`config.mk`:
```
export PLATFORM = sky130hd
export DESIGN_NAME = cp0_unit
export DESIGN_NICKNAME = d
export VERILOG_FILES = /design/src/common/cp0_pkg.sv /design/src/logic/event_capture.sv /design/src/cp0/cp0_regs.sv /design/src/logic/redirect_unit.sv /design/src/logic/cp0_unit.sv
export SDC_FILE = /design/constraint.sdc
export NUM_CORES = 1
export LEC_CHECK = 0
export BUFFER_PORTS_ARGS = -buffer_cell sky130_fd_sc_hd__buf_2
export CORE_MARGIN = 1.5
export CORE_UTILIZATION = 55
export CTS_CLUSTER_DIAMETER = 30
export DETAILED_ROUTE_END_ITERATION = 10
export GPL_TIMING_DRIVEN = 0
export PLACE_DENSITY_LB_ADDON = 0.3
export SYNTH_ARGS = -nofsm -noshare
export SYNTH_HDL_FRONTEND = slang
export SYNTH_SLANG_ARGS = --single-unit
export TNS_END_PERCENT = 50
```
`constraint.sdc`:
```
create_clock -name clock -period 8.6 [get_ports clock]
set_clock_uncertainty 0.1 [all_clocks]
set_input_delay 1.72 -clock clock [delete_from_list [all_inputs] [get_ports clock]]
set_output_delay 1.72 -clock clock [all_outputs]
set_load 0.03 [all_outputs]
```
`src/common/cp0_pkg.sv`:
```
package cp0_pkg;

    // Data path and PC width of the core
    localparam int xlen = 64;

    // External interrupt lines seen by CP0
    localparam int n_irq = 8;

    typedef logic [31:0] cp0_word_t;    // Status, Cause, BadInstr payload
    typedef logic [4:0]  regnum_t;      // MTC0/MFC0 rd field
    typedef logic [2:0]  sel_t;         // MTC0/MFC0 sel field
    typedef logic [4:0]  exc_code_t;    // Cause.ExcCode

    // Register numbers for the mapped registers
    localparam regnum_t status_regnum   = 5'd12;
    localparam regnum_t cause_regnum    = 5'd13;
    localparam regnum_t epc_regnum      = 5'd14;
    localparam regnum_t badinstr_regnum = 5'd8;

    // BadInstr shares number 8 with BadVAddr and lives at select 1
    localparam sel_t sel_default  = 3'd0;
    localparam sel_t sel_badinstr = 3'd1;

    // Exception codes, written into Cause bits 6:2
    localparam exc_code_t exc_none = 5'h00;
    localparam exc_code_t exc_ov   = 5'h0c;     // Arithmetic overflow
    localparam exc_code_t exc_ri   = 5'h0a;     // Reserved instruction
    localparam exc_code_t exc_sys  = 5'h08;     // Syscall
    localparam exc_code_t exc_bp   = 5'h09;     // Break

    // Status bit positions
    localparam int status_ie_bit  = 0;
    localparam int status_exl_bit = 1;
    localparam int status_erl_bit = 2;
    localparam int status_im_lsb  = 8;          // IM7..IM0 in bits 15:8

    // Cause field positions
    localparam int cause_exc_lsb = 2;
    localparam int cause_ip_lsb  = 8;

    // All interrupt masks open and IE set, EXL and ERL clear
    localparam cp0_word_t status_reset_value = 32'h0000_FF01;

    // General exception entry, relative to the vector base
    localparam logic [xlen-1:0] exc_vector_offset = 64'h0000_0000_0000_0180;

    // Return address step for an interrupted instruction
    localparam logic [xlen-1:0] pc_step = 64'd4;

endpackage

```
`src/logic/event_capture.sv`:
```
module event_capture
    import cp0_pkg::*;
#(
    parameter int SYNC_STAGES = 2
) (
    input  logic             clock,
    input  logic             reset,
    input  logic [n_irq-1:0] irq,
    input  logic             overflow,
    input  logic             reserved_inst,
    input  logic             syscall,
    input  logic             break_,
    output logic [n_irq-1:0] irq_sync,
    output exc_code_t        next_exc_code
);

    logic [n_irq-1:0] sync_q [SYNC_STAGES];    // Stage 0 samples the raw pins
    logic             any_flag;

    // A single flop stage would leave the lines open to metastability
    if (SYNC_STAGES < 2) begin : g_stage_check
        $error("event_capture needs at least two synchronizer stages");
    end

    // Flop chain per interrupt line, cleared on reset
    always_ff @(posedge clock, posedge reset) begin
        if (reset) begin
            for (int i = 0; i < SYNC_STAGES; i++) begin
                sync_q[i] <= '0;
            end
        end else begin
            sync_q[0] <= irq;
            for (int i = 1; i < SYNC_STAGES; i++) begin
                sync_q[i] <= sync_q[i-1];
            end
        end
    end

    assign irq_sync = sync_q[SYNC_STAGES-1];

    // Fixed priority, first match wins
    always_comb begin
        if (overflow) begin
            next_exc_code = exc_ov;
        end else if (reserved_inst) begin
            next_exc_code = exc_ri;
        end else if (syscall) begin
            next_exc_code = exc_sys;
        end else if (break_) begin
            next_exc_code = exc_bp;
        end else begin
            next_exc_code = exc_none;
        end
    end

    assign any_flag = overflow | reserved_inst | syscall | break_;

    // A quiet pipeline must never look like a taken exception downstream
    a_no_flag_no_code : assert property (
        @(posedge clock) disable iff (reset)
        !any_flag |-> (next_exc_code == exc_none)
    ) else $error("event_capture: exception code without a flag");

endmodule

```
`src/cp0/cp0_regs.sv`:
```
module cp0_regs
    import cp0_pkg::*;
(
    input  logic             clock,
    input  logic             reset,
    input  logic             mtc0,
    input  logic             eret,
    input  regnum_t          regnum,
    input  sel_t             sel,
    input  logic [xlen-1:0]  wr_data,
    input  logic [xlen-1:0]  curr_pc,
    input  logic [n_irq-1:0] irq_sync,
    input  exc_code_t        next_exc_code,
    output logic [xlen-1:0]  rd_data,
    output logic [xlen-1:0]  epc,
    output logic             handler_taken,
    output logic             handler_is_exception
);

    cp0_word_t  status_q;       // Software-written Status bits
    logic       exl;            // Exception level, owned by hardware
    exc_code_t  exc_code_q;     // Code of the handler in progress
    cp0_word_t  badinstr_q;
    logic [xlen-1:0] epc_q;

    cp0_word_t  status_word;    // Status as software reads it
    cp0_word_t  cause_word;
    logic       status_wr;
    logic       epc_wr;
    logic       take_exception;
    logic       take_interrupt;
    logic       irq_enabled;

    // Write strobes from the MTC0 decode
    assign status_wr = mtc0 && (regnum == status_regnum) && (sel == sel_default);
    assign epc_wr    = mtc0 && (regnum == epc_regnum) && (sel == sel_default);

    // EXL is held apart so the handler logic can set it without a write
    always_comb begin
        status_word                 = status_q;
        status_word[status_exl_bit] = exl;
    end

    always_comb begin
        cause_word                                      = '0;
        cause_word[cause_ip_lsb +: n_irq]               = irq_sync;
        cause_word[cause_exc_lsb +: $bits(exc_code_t)]  = exc_code_q;
    end

    // Handler decision
    assign irq_enabled = |(irq_sync & status_word[status_im_lsb +: n_irq]);

    assign take_exception = (next_exc_code != exc_none);
    assign take_interrupt = irq_enabled
                         && (exc_code_q == exc_none)
                         && status_word[status_ie_bit]
                         && !status_word[status_erl_bit];

    assign handler_taken        = (take_exception || take_interrupt) && !exl;
    assign handler_is_exception = take_exception;   // Exception wins over interrupt

    // Status, without EXL
    always_ff @(posedge clock, posedge reset) begin
        if (reset) begin
            status_q <= status_reset_value;
        end else if (status_wr) begin
            status_q <= wr_data[31:0];
        end
    end

    // EXL: ERET clears, a handler sets, otherwise MTC0 may write it
    always_ff @(posedge clock, posedge reset) begin
        if (reset) begin
            exl <= 1'b0;
        end else if (eret) begin
            exl <= 1'b0;
        end else if (handler_taken) begin
            exl <= 1'b1;
        end else if (status_wr) begin
            exl <= wr_data[status_exl_bit];
        end
    end

    // Latched code is zero for an interrupt, since no flag was up
    always_ff @(posedge clock, posedge reset) begin
        if (reset) begin
            exc_code_q <= exc_none;
        end else if (eret) begin
            exc_code_q <= exc_none;
        end else if (handler_taken) begin
            exc_code_q <= next_exc_code;
        end
    end

    // Faulting instruction word arrives on the write data bus
    always_ff @(posedge clock, posedge reset) begin
        if (reset) begin
            badinstr_q <= '0;
        end else if (eret) begin
            badinstr_q <= '0;
        end else if (handler_taken && handler_is_exception) begin
            badinstr_q <= wr_data[31:0];
        end
    end

    // An exception restarts the faulting instruction; an interrupt
    // lets it complete and resumes at the next one
    always_ff @(posedge clock, posedge reset) begin
        if (reset) begin
            epc_q <= '0;
        end else if (handler_taken) begin
            epc_q <= handler_is_exception ? curr_pc : curr_pc + pc_step;
        end else if (epc_wr) begin
            epc_q <= wr_data;
        end
    end

    assign epc = epc_q;

    // MFC0 read mux
    always_comb begin
        case ({regnum, sel})
            {status_regnum, sel_default}:    rd_data = {32'b0, status_word};
            {cause_regnum, sel_default}:     rd_data = {32'b0, cause_word};
            {epc_regnum, sel_default}:       rd_data = epc_q;
            {badinstr_regnum, sel_badinstr}: rd_data = {32'b0, badinstr_q};
            default:                         rd_data = '0;   // Unmapped
        endcase
    end

    // The core issues at most one CP0 operation per cycle
    a_mtc0_eret_excl : assert property (
        @(posedge clock) disable iff (reset)
        !(mtc0 && eret)
    ) else $error("cp0_regs: mtc0 and eret in the same cycle");

    // Nested handlers are blocked until ERET or software clears EXL
    a_no_handler_in_exl : assert property (
        @(posedge clock) disable iff (reset)
        exl |-> !handler_taken
    ) else $error("cp0_regs: handler taken with EXL set");

endmodule

```
`src/logic/redirect_unit.sv`:
```
module redirect_unit
    import cp0_pkg::*;
#(
    parameter logic [xlen-1:0] VECTOR_BASE = 64'hFFFF_FFFF_8000_0000
) (
    input  logic            clock,
    input  logic            reset,
    input  logic            handler_taken,
    input  logic            eret,
    input  logic [xlen-1:0] epc,
    output logic            redirect_valid,
    output logic [xlen-1:0] redirect_pc
);

    localparam logic [xlen-1:0] handler_pc = VECTOR_BASE + exc_vector_offset;

    logic            valid_q;
    logic [xlen-1:0] target_q;
    logic            redirect_req;

    assign redirect_req = handler_taken | eret;

    // One-cycle pulse, the core takes it without stalling
    always_ff @(posedge clock, posedge reset) begin
        if (reset) begin
            valid_q <= 1'b0;
        end else begin
            valid_q <= redirect_req;
        end
    end

    // Target only matters while valid_q is high
    always_ff @(posedge clock) begin
        if (handler_taken) begin
            target_q <= handler_pc;
        end else if (eret) begin
            target_q <= epc;   // EPC before any update this cycle
        end
    end

    assign redirect_valid = valid_q;
    assign redirect_pc    = target_q;

    // ERET runs with EXL set, so it can never meet a new handler
    a_handler_eret_excl : assert property (
        @(posedge clock) disable iff (reset)
        !(handler_taken && eret)
    ) else $error("redirect_unit: handler and eret in the same cycle");

endmodule

```
`src/logic/cp0_unit.sv`:
```
module cp0_unit
    import cp0_pkg::*;
#(
    parameter logic [xlen-1:0] VECTOR_BASE = 64'hFFFF_FFFF_8000_0000,
    parameter int              SYNC_STAGES = 2
) (
    input  logic             clock,
    input  logic             reset,
    input  logic             mtc0,          // Write strobe
    input  logic             eret,
    input  regnum_t          regnum,
    input  sel_t             sel,
    input  logic [xlen-1:0]  wr_data,
    input  logic [xlen-1:0]  curr_pc,
    input  logic             overflow,
    input  logic             reserved_inst,
    input  logic             syscall,
    input  logic             break_,
    input  logic [n_irq-1:0] irq,           // Asynchronous pins
    output logic [xlen-1:0]  rd_data,
    output logic [xlen-1:0]  epc,
    output logic             redirect_valid,
    output logic [xlen-1:0]  redirect_pc
);

    logic [n_irq-1:0] irq_sync;
    exc_code_t        next_exc_code;
    logic             handler_taken;

    event_capture #(
        .SYNC_STAGES (SYNC_STAGES)
    ) u_capture (
        .clock         (clock),
        .reset         (reset),
        .irq           (irq),
        .overflow      (overflow),
        .reserved_inst (reserved_inst),
        .syscall       (syscall),
        .break_        (break_),
        .irq_sync      (irq_sync),
        .next_exc_code (next_exc_code)
    );

    cp0_regs u_regs (
        .clock                (clock),
        .reset                (reset),
        .mtc0                 (mtc0),
        .eret                 (eret),
        .regnum               (regnum),
        .sel                  (sel),
        .wr_data              (wr_data),
        .curr_pc              (curr_pc),
        .irq_sync             (irq_sync),
        .next_exc_code        (next_exc_code),
        .rd_data              (rd_data),
        .epc                  (epc),
        .handler_taken        (handler_taken),
        .handler_is_exception ()
    );

    redirect_unit #(
        .VECTOR_BASE (VECTOR_BASE)
    ) u_redirect (
        .clock          (clock),
        .reset          (reset),
        .handler_taken  (handler_taken),
        .eret           (eret),
        .epc            (epc),
        .redirect_valid (redirect_valid),
        .redirect_pc    (redirect_pc)
    );

endmodule

```
==> summary.md <==
| Metric | Value |
|---|---|
| Worst-skew pair later-pin latency | 0.53 ns |
| Critical path origin | sel[1] |
| WL final | 39.8 mm |
| Synth warn | 0 |
| Capture point of the worst reg-to-reg path | u_regs.epc[38] |
| Post-Synthesis Cell Area | roughly 11000 um2 |
| Ys async rst share | 0.700 |
| RSZ-0062 raised after global routing | false |
| Std-Cell Rows | 50 |
| Met2 GRT Util | 0.656 |
| Slowest CP cell | or4b_1 |
| Final Hold Violating Endpoints | 0 |
| Most crowded layer after global routing | met2 |
| Ports | about 350 |
| Worst-margin pin slew | about 1.1 ns |
| Type of element capturing the critical path | output pin |
| Crit path cell chain | buf_2, or4b_1, nor4b_2, buf_2, clkbuf_1, clkbuf_1, nand2_1, nand2_1, buf_2 |
| Setup CP Type | input port to output pin |
| Final hold slack | 0.243 ns |
| Post-CTS Setup Bufs | 0 |
| Grt met1 use | 0.461 |
| Maximum vdd drop | between 0.2 and 0.25 mV |
| Post-CTS Hold Buffers | 0 |
| Status | completed |
| CTS sink cnt | 213 |
| H-Tree Depth | 2 |
| Initial antenna violation count | 8 |
| Cts bufs inserted | 45 |
| RR Startpoint | u_capture.irq_sync[6] |
| Crit path max fanout | 10 |
| Slew Limit Headroom | 0.288 |
| Sum of negative setup slack | 0 ns |
| Drt first pass iters | 8 |
| Final worst path period need | 6.65 ns |
| Chip width | ~140 um |
| Synth cell types | approximately 50 |
| Synthesis-to-finish area growth | 35.6% |
| P_leak | 6.94 nW |
| R2r setup slk | 5.70 ns |
| First-pass GRT wire length | approximately 59 mm |
| Die Y | approximately 140 um |
| Hold Path Depth | 0 |
| Layout Nets | 1652 |
| Port bufs | 342 |
| Post-CTS sizing | 0 |
| Synth Instances | ~1100 |
| Maxcap violations | 0 |
| GP Congestion | 0.929 |
| Total power | 3.61 mW |
| Dominant synthesized flop cell | dfrtp_1 |
| CP most frequent cell | buf_2 |
| Clock Root Buffer | clkbuf_16 |
| Max incr delay on CP | 0.61 ns |
| Layout cells sized above 1 | 0.308 |
| CORE AREA | 18800 um2 |
| Initial DRC count | 1159 |
| Register area share after synthesis | 0.475 |
| Critical path data required time | 6.78 ns |
| Mapped Nets | 1262 |
| Vias in the first global route | 10700 |
| Cell count along the critical path | 9 |
| DP Wirelength | 28.7 mm |
| R2r worst-path depth | 6 |
| HP Class | flop to flop |
| Pwr/cell area | between 200 and 300 nW/um2 |
| Fillers | 1336 |
| Syn avg cell area | 9.52 um2 |
| Vias | 11000 |
| Post-route ant nets | 0 |
| WP buf/inv | 5 |
| Pins over their slew limit | 0 |
| Die area | 20000 um2 |
| CTS Buffer Depth | 3 |
| Pin count of the biggest net entering global routing | 78 |
| DRC violation count after routing | 0 |
| Overflow left after global routing | 0 |
| Fin crit share | 0.773 |
| DR WL/cell | 22.4 um |
| Starting Density | 0.563 |
| # setup viols final | 0 |
| Synth Register Bits | 213 |
| CTS tree | built |
| Crit-path leading delay family | buffers and inverters |
| Arrival time worst endpoint | 4.83 ns |
| Clock-pin slew on the worst setup and hold paths | roughly 0.050 ns |
| Gr usage total | 0.387 |
| CP endpoint | rd_data[3] |
| Vias per cell | 6.20 |
| CP startpoint kind | input port |
| Number of enable flip-flop cells after synthesis | 0 |
| Met3 usage | 0.0979 |
| Highest clock rate | 0.150 GHz |
cells in the final DEF (no fill, tap or decap), types with 25 or more instances in the layout:
cell         n
xor2_1      26
a211oi_1    53
mux2_2      26
inv_1       26
nand4_1     30
dfxtp_1     64
a222oi_1    32
mux2i_1     74
buf_2      345
a21oi_1     65
dfrtp_1    140
clkbuf_1    75
and2_1      33
nand2_1    165
clkbuf_16   47
nor2_1      46
and3_1      57
a31oi_1     25
flip-flops by register name, summed over array words and instances, names as in the netlist:
register and count:
u_regs.badinstr_q 32, u_regs.epc 64, u_redirect.redirect_valid 1, u_capture.irq_sync 8, u_regs.exl 1, u_regs.exc_code_q 4, u_redirect.redirect_pc 64, u_capture.sync_q 8
u_regs.status_q 31
routing by layer:
layer	wire (um)	vias to the layer above
met4	1800	2
met2	19400	711
met5	12	-
li1	-	4883
met1	14600	5285
met3	3960	137
worst min path at each step:
stage | from | to | slack [ns]
floorplan | u_capture.sync_q[8] | u_capture.irq_sync[0] | 0.23
global placement | u_capture.sync_q[10] | u_capture.irq_sync[2] | 0.23
detailed placement | u_capture.sync_q[9] | u_capture.irq_sync[1] | 0.23
CTS | u_capture.sync_q[12] | u_capture.irq_sync[4] | 0.24
global route | u_capture.sync_q[12] | u_capture.irq_sync[4] | 0.25
finish | u_capture.sync_q[12] | u_capture.irq_sync[4] | 0.24
cell families (layout without fill, tap and decap cells):
kind of cell,count (synthesis),in the layout,synth area share
and+or+nand+nor,428,428,0.211
xor gates and xnor gates,33,33,0.0274
muxes,105,105,0.103
buffers and inverters,108,535,0.0395
adders and majority gates,1,1,0.00118
DFF,213,213,0.475
AOI/OAI and AO/OA,221,221,0.142
other,0,7,0
where the power goes:
group | total [mW] | internal, mW | switching, mW
combinational | 0.490 | 0.153 | 0.336
clock | 1.95 | 1.38 | 0.566
sequential | 1.17 | 1.09 | 0.0836
synth_stat cells (2+ instances only):
library cell	count	area (um2)
nand2_1	165	619
dfrtp_1	140	3500
mux2i_1	74	741
clkbuf_1	68	255
a21oi_1	65	325
dfxtp_1	64	1280
and3_1	57	357
a211oi_1	53	398
nor2_1	46	173
and2_1	33	206
a222oi_1	32	320
nand4_1	30	188
inv_1	27	101
mux2_2	26	293
xor2_1	26	228
a31oi_1	25	156
nand3_1	23	115
o21ai_0	21	105
or3_1	17	106
or4_1	13	97.6
nor4_1	11	68.8
o31ai_1	11	82.6
buf_1	9	33.8
dfstp_2	9	236
nor3_1	8	40.0
xnor2_1	7	61.3
mux2_1	5	56.3
a22oi_1	4	30.0
and4_1	4	35.0
o211ai_1	4	30.0
buf_2	3	15.0
nand2b_1	3	18.8
nor4_2	3	37.5
a32oi_1	2	17.5
nand3b_1	2	15.0
nand4_2	2	25.0
nor4_4	2	42.5
o31a_1	2	17.5
cell type report:
class                           count  area (um2)  share of cell area
Tap cell                          234         293              0.0204
Clock buffer                       61        1300              0.0907
Buffer                             81         315              0.0220
Antenna cell                        7        17.5             0.00122
Clock inverter                     23         410              0.0287
Sequential cell                   213        5020               0.351
Inverter                           27         106             0.00742
Multi-Input combinational cell    788        5120               0.358
Timing Repair Buffer              343        1740               0.121
through the flow:
stage	util	cells	cell area [um2]	setup WS (ns)
after floorplan	-	1109	10600	2.79
after global placement	0.669	1685	12600	1.00
after detailed placement	0.671	1686	12600	1.98
after CTS	0.762	1770	14300	1.97
after global routing	0.763	1773	14300	1.78
final	0.763	1777	14300	1.95
(Power assumes the default switching activity.)
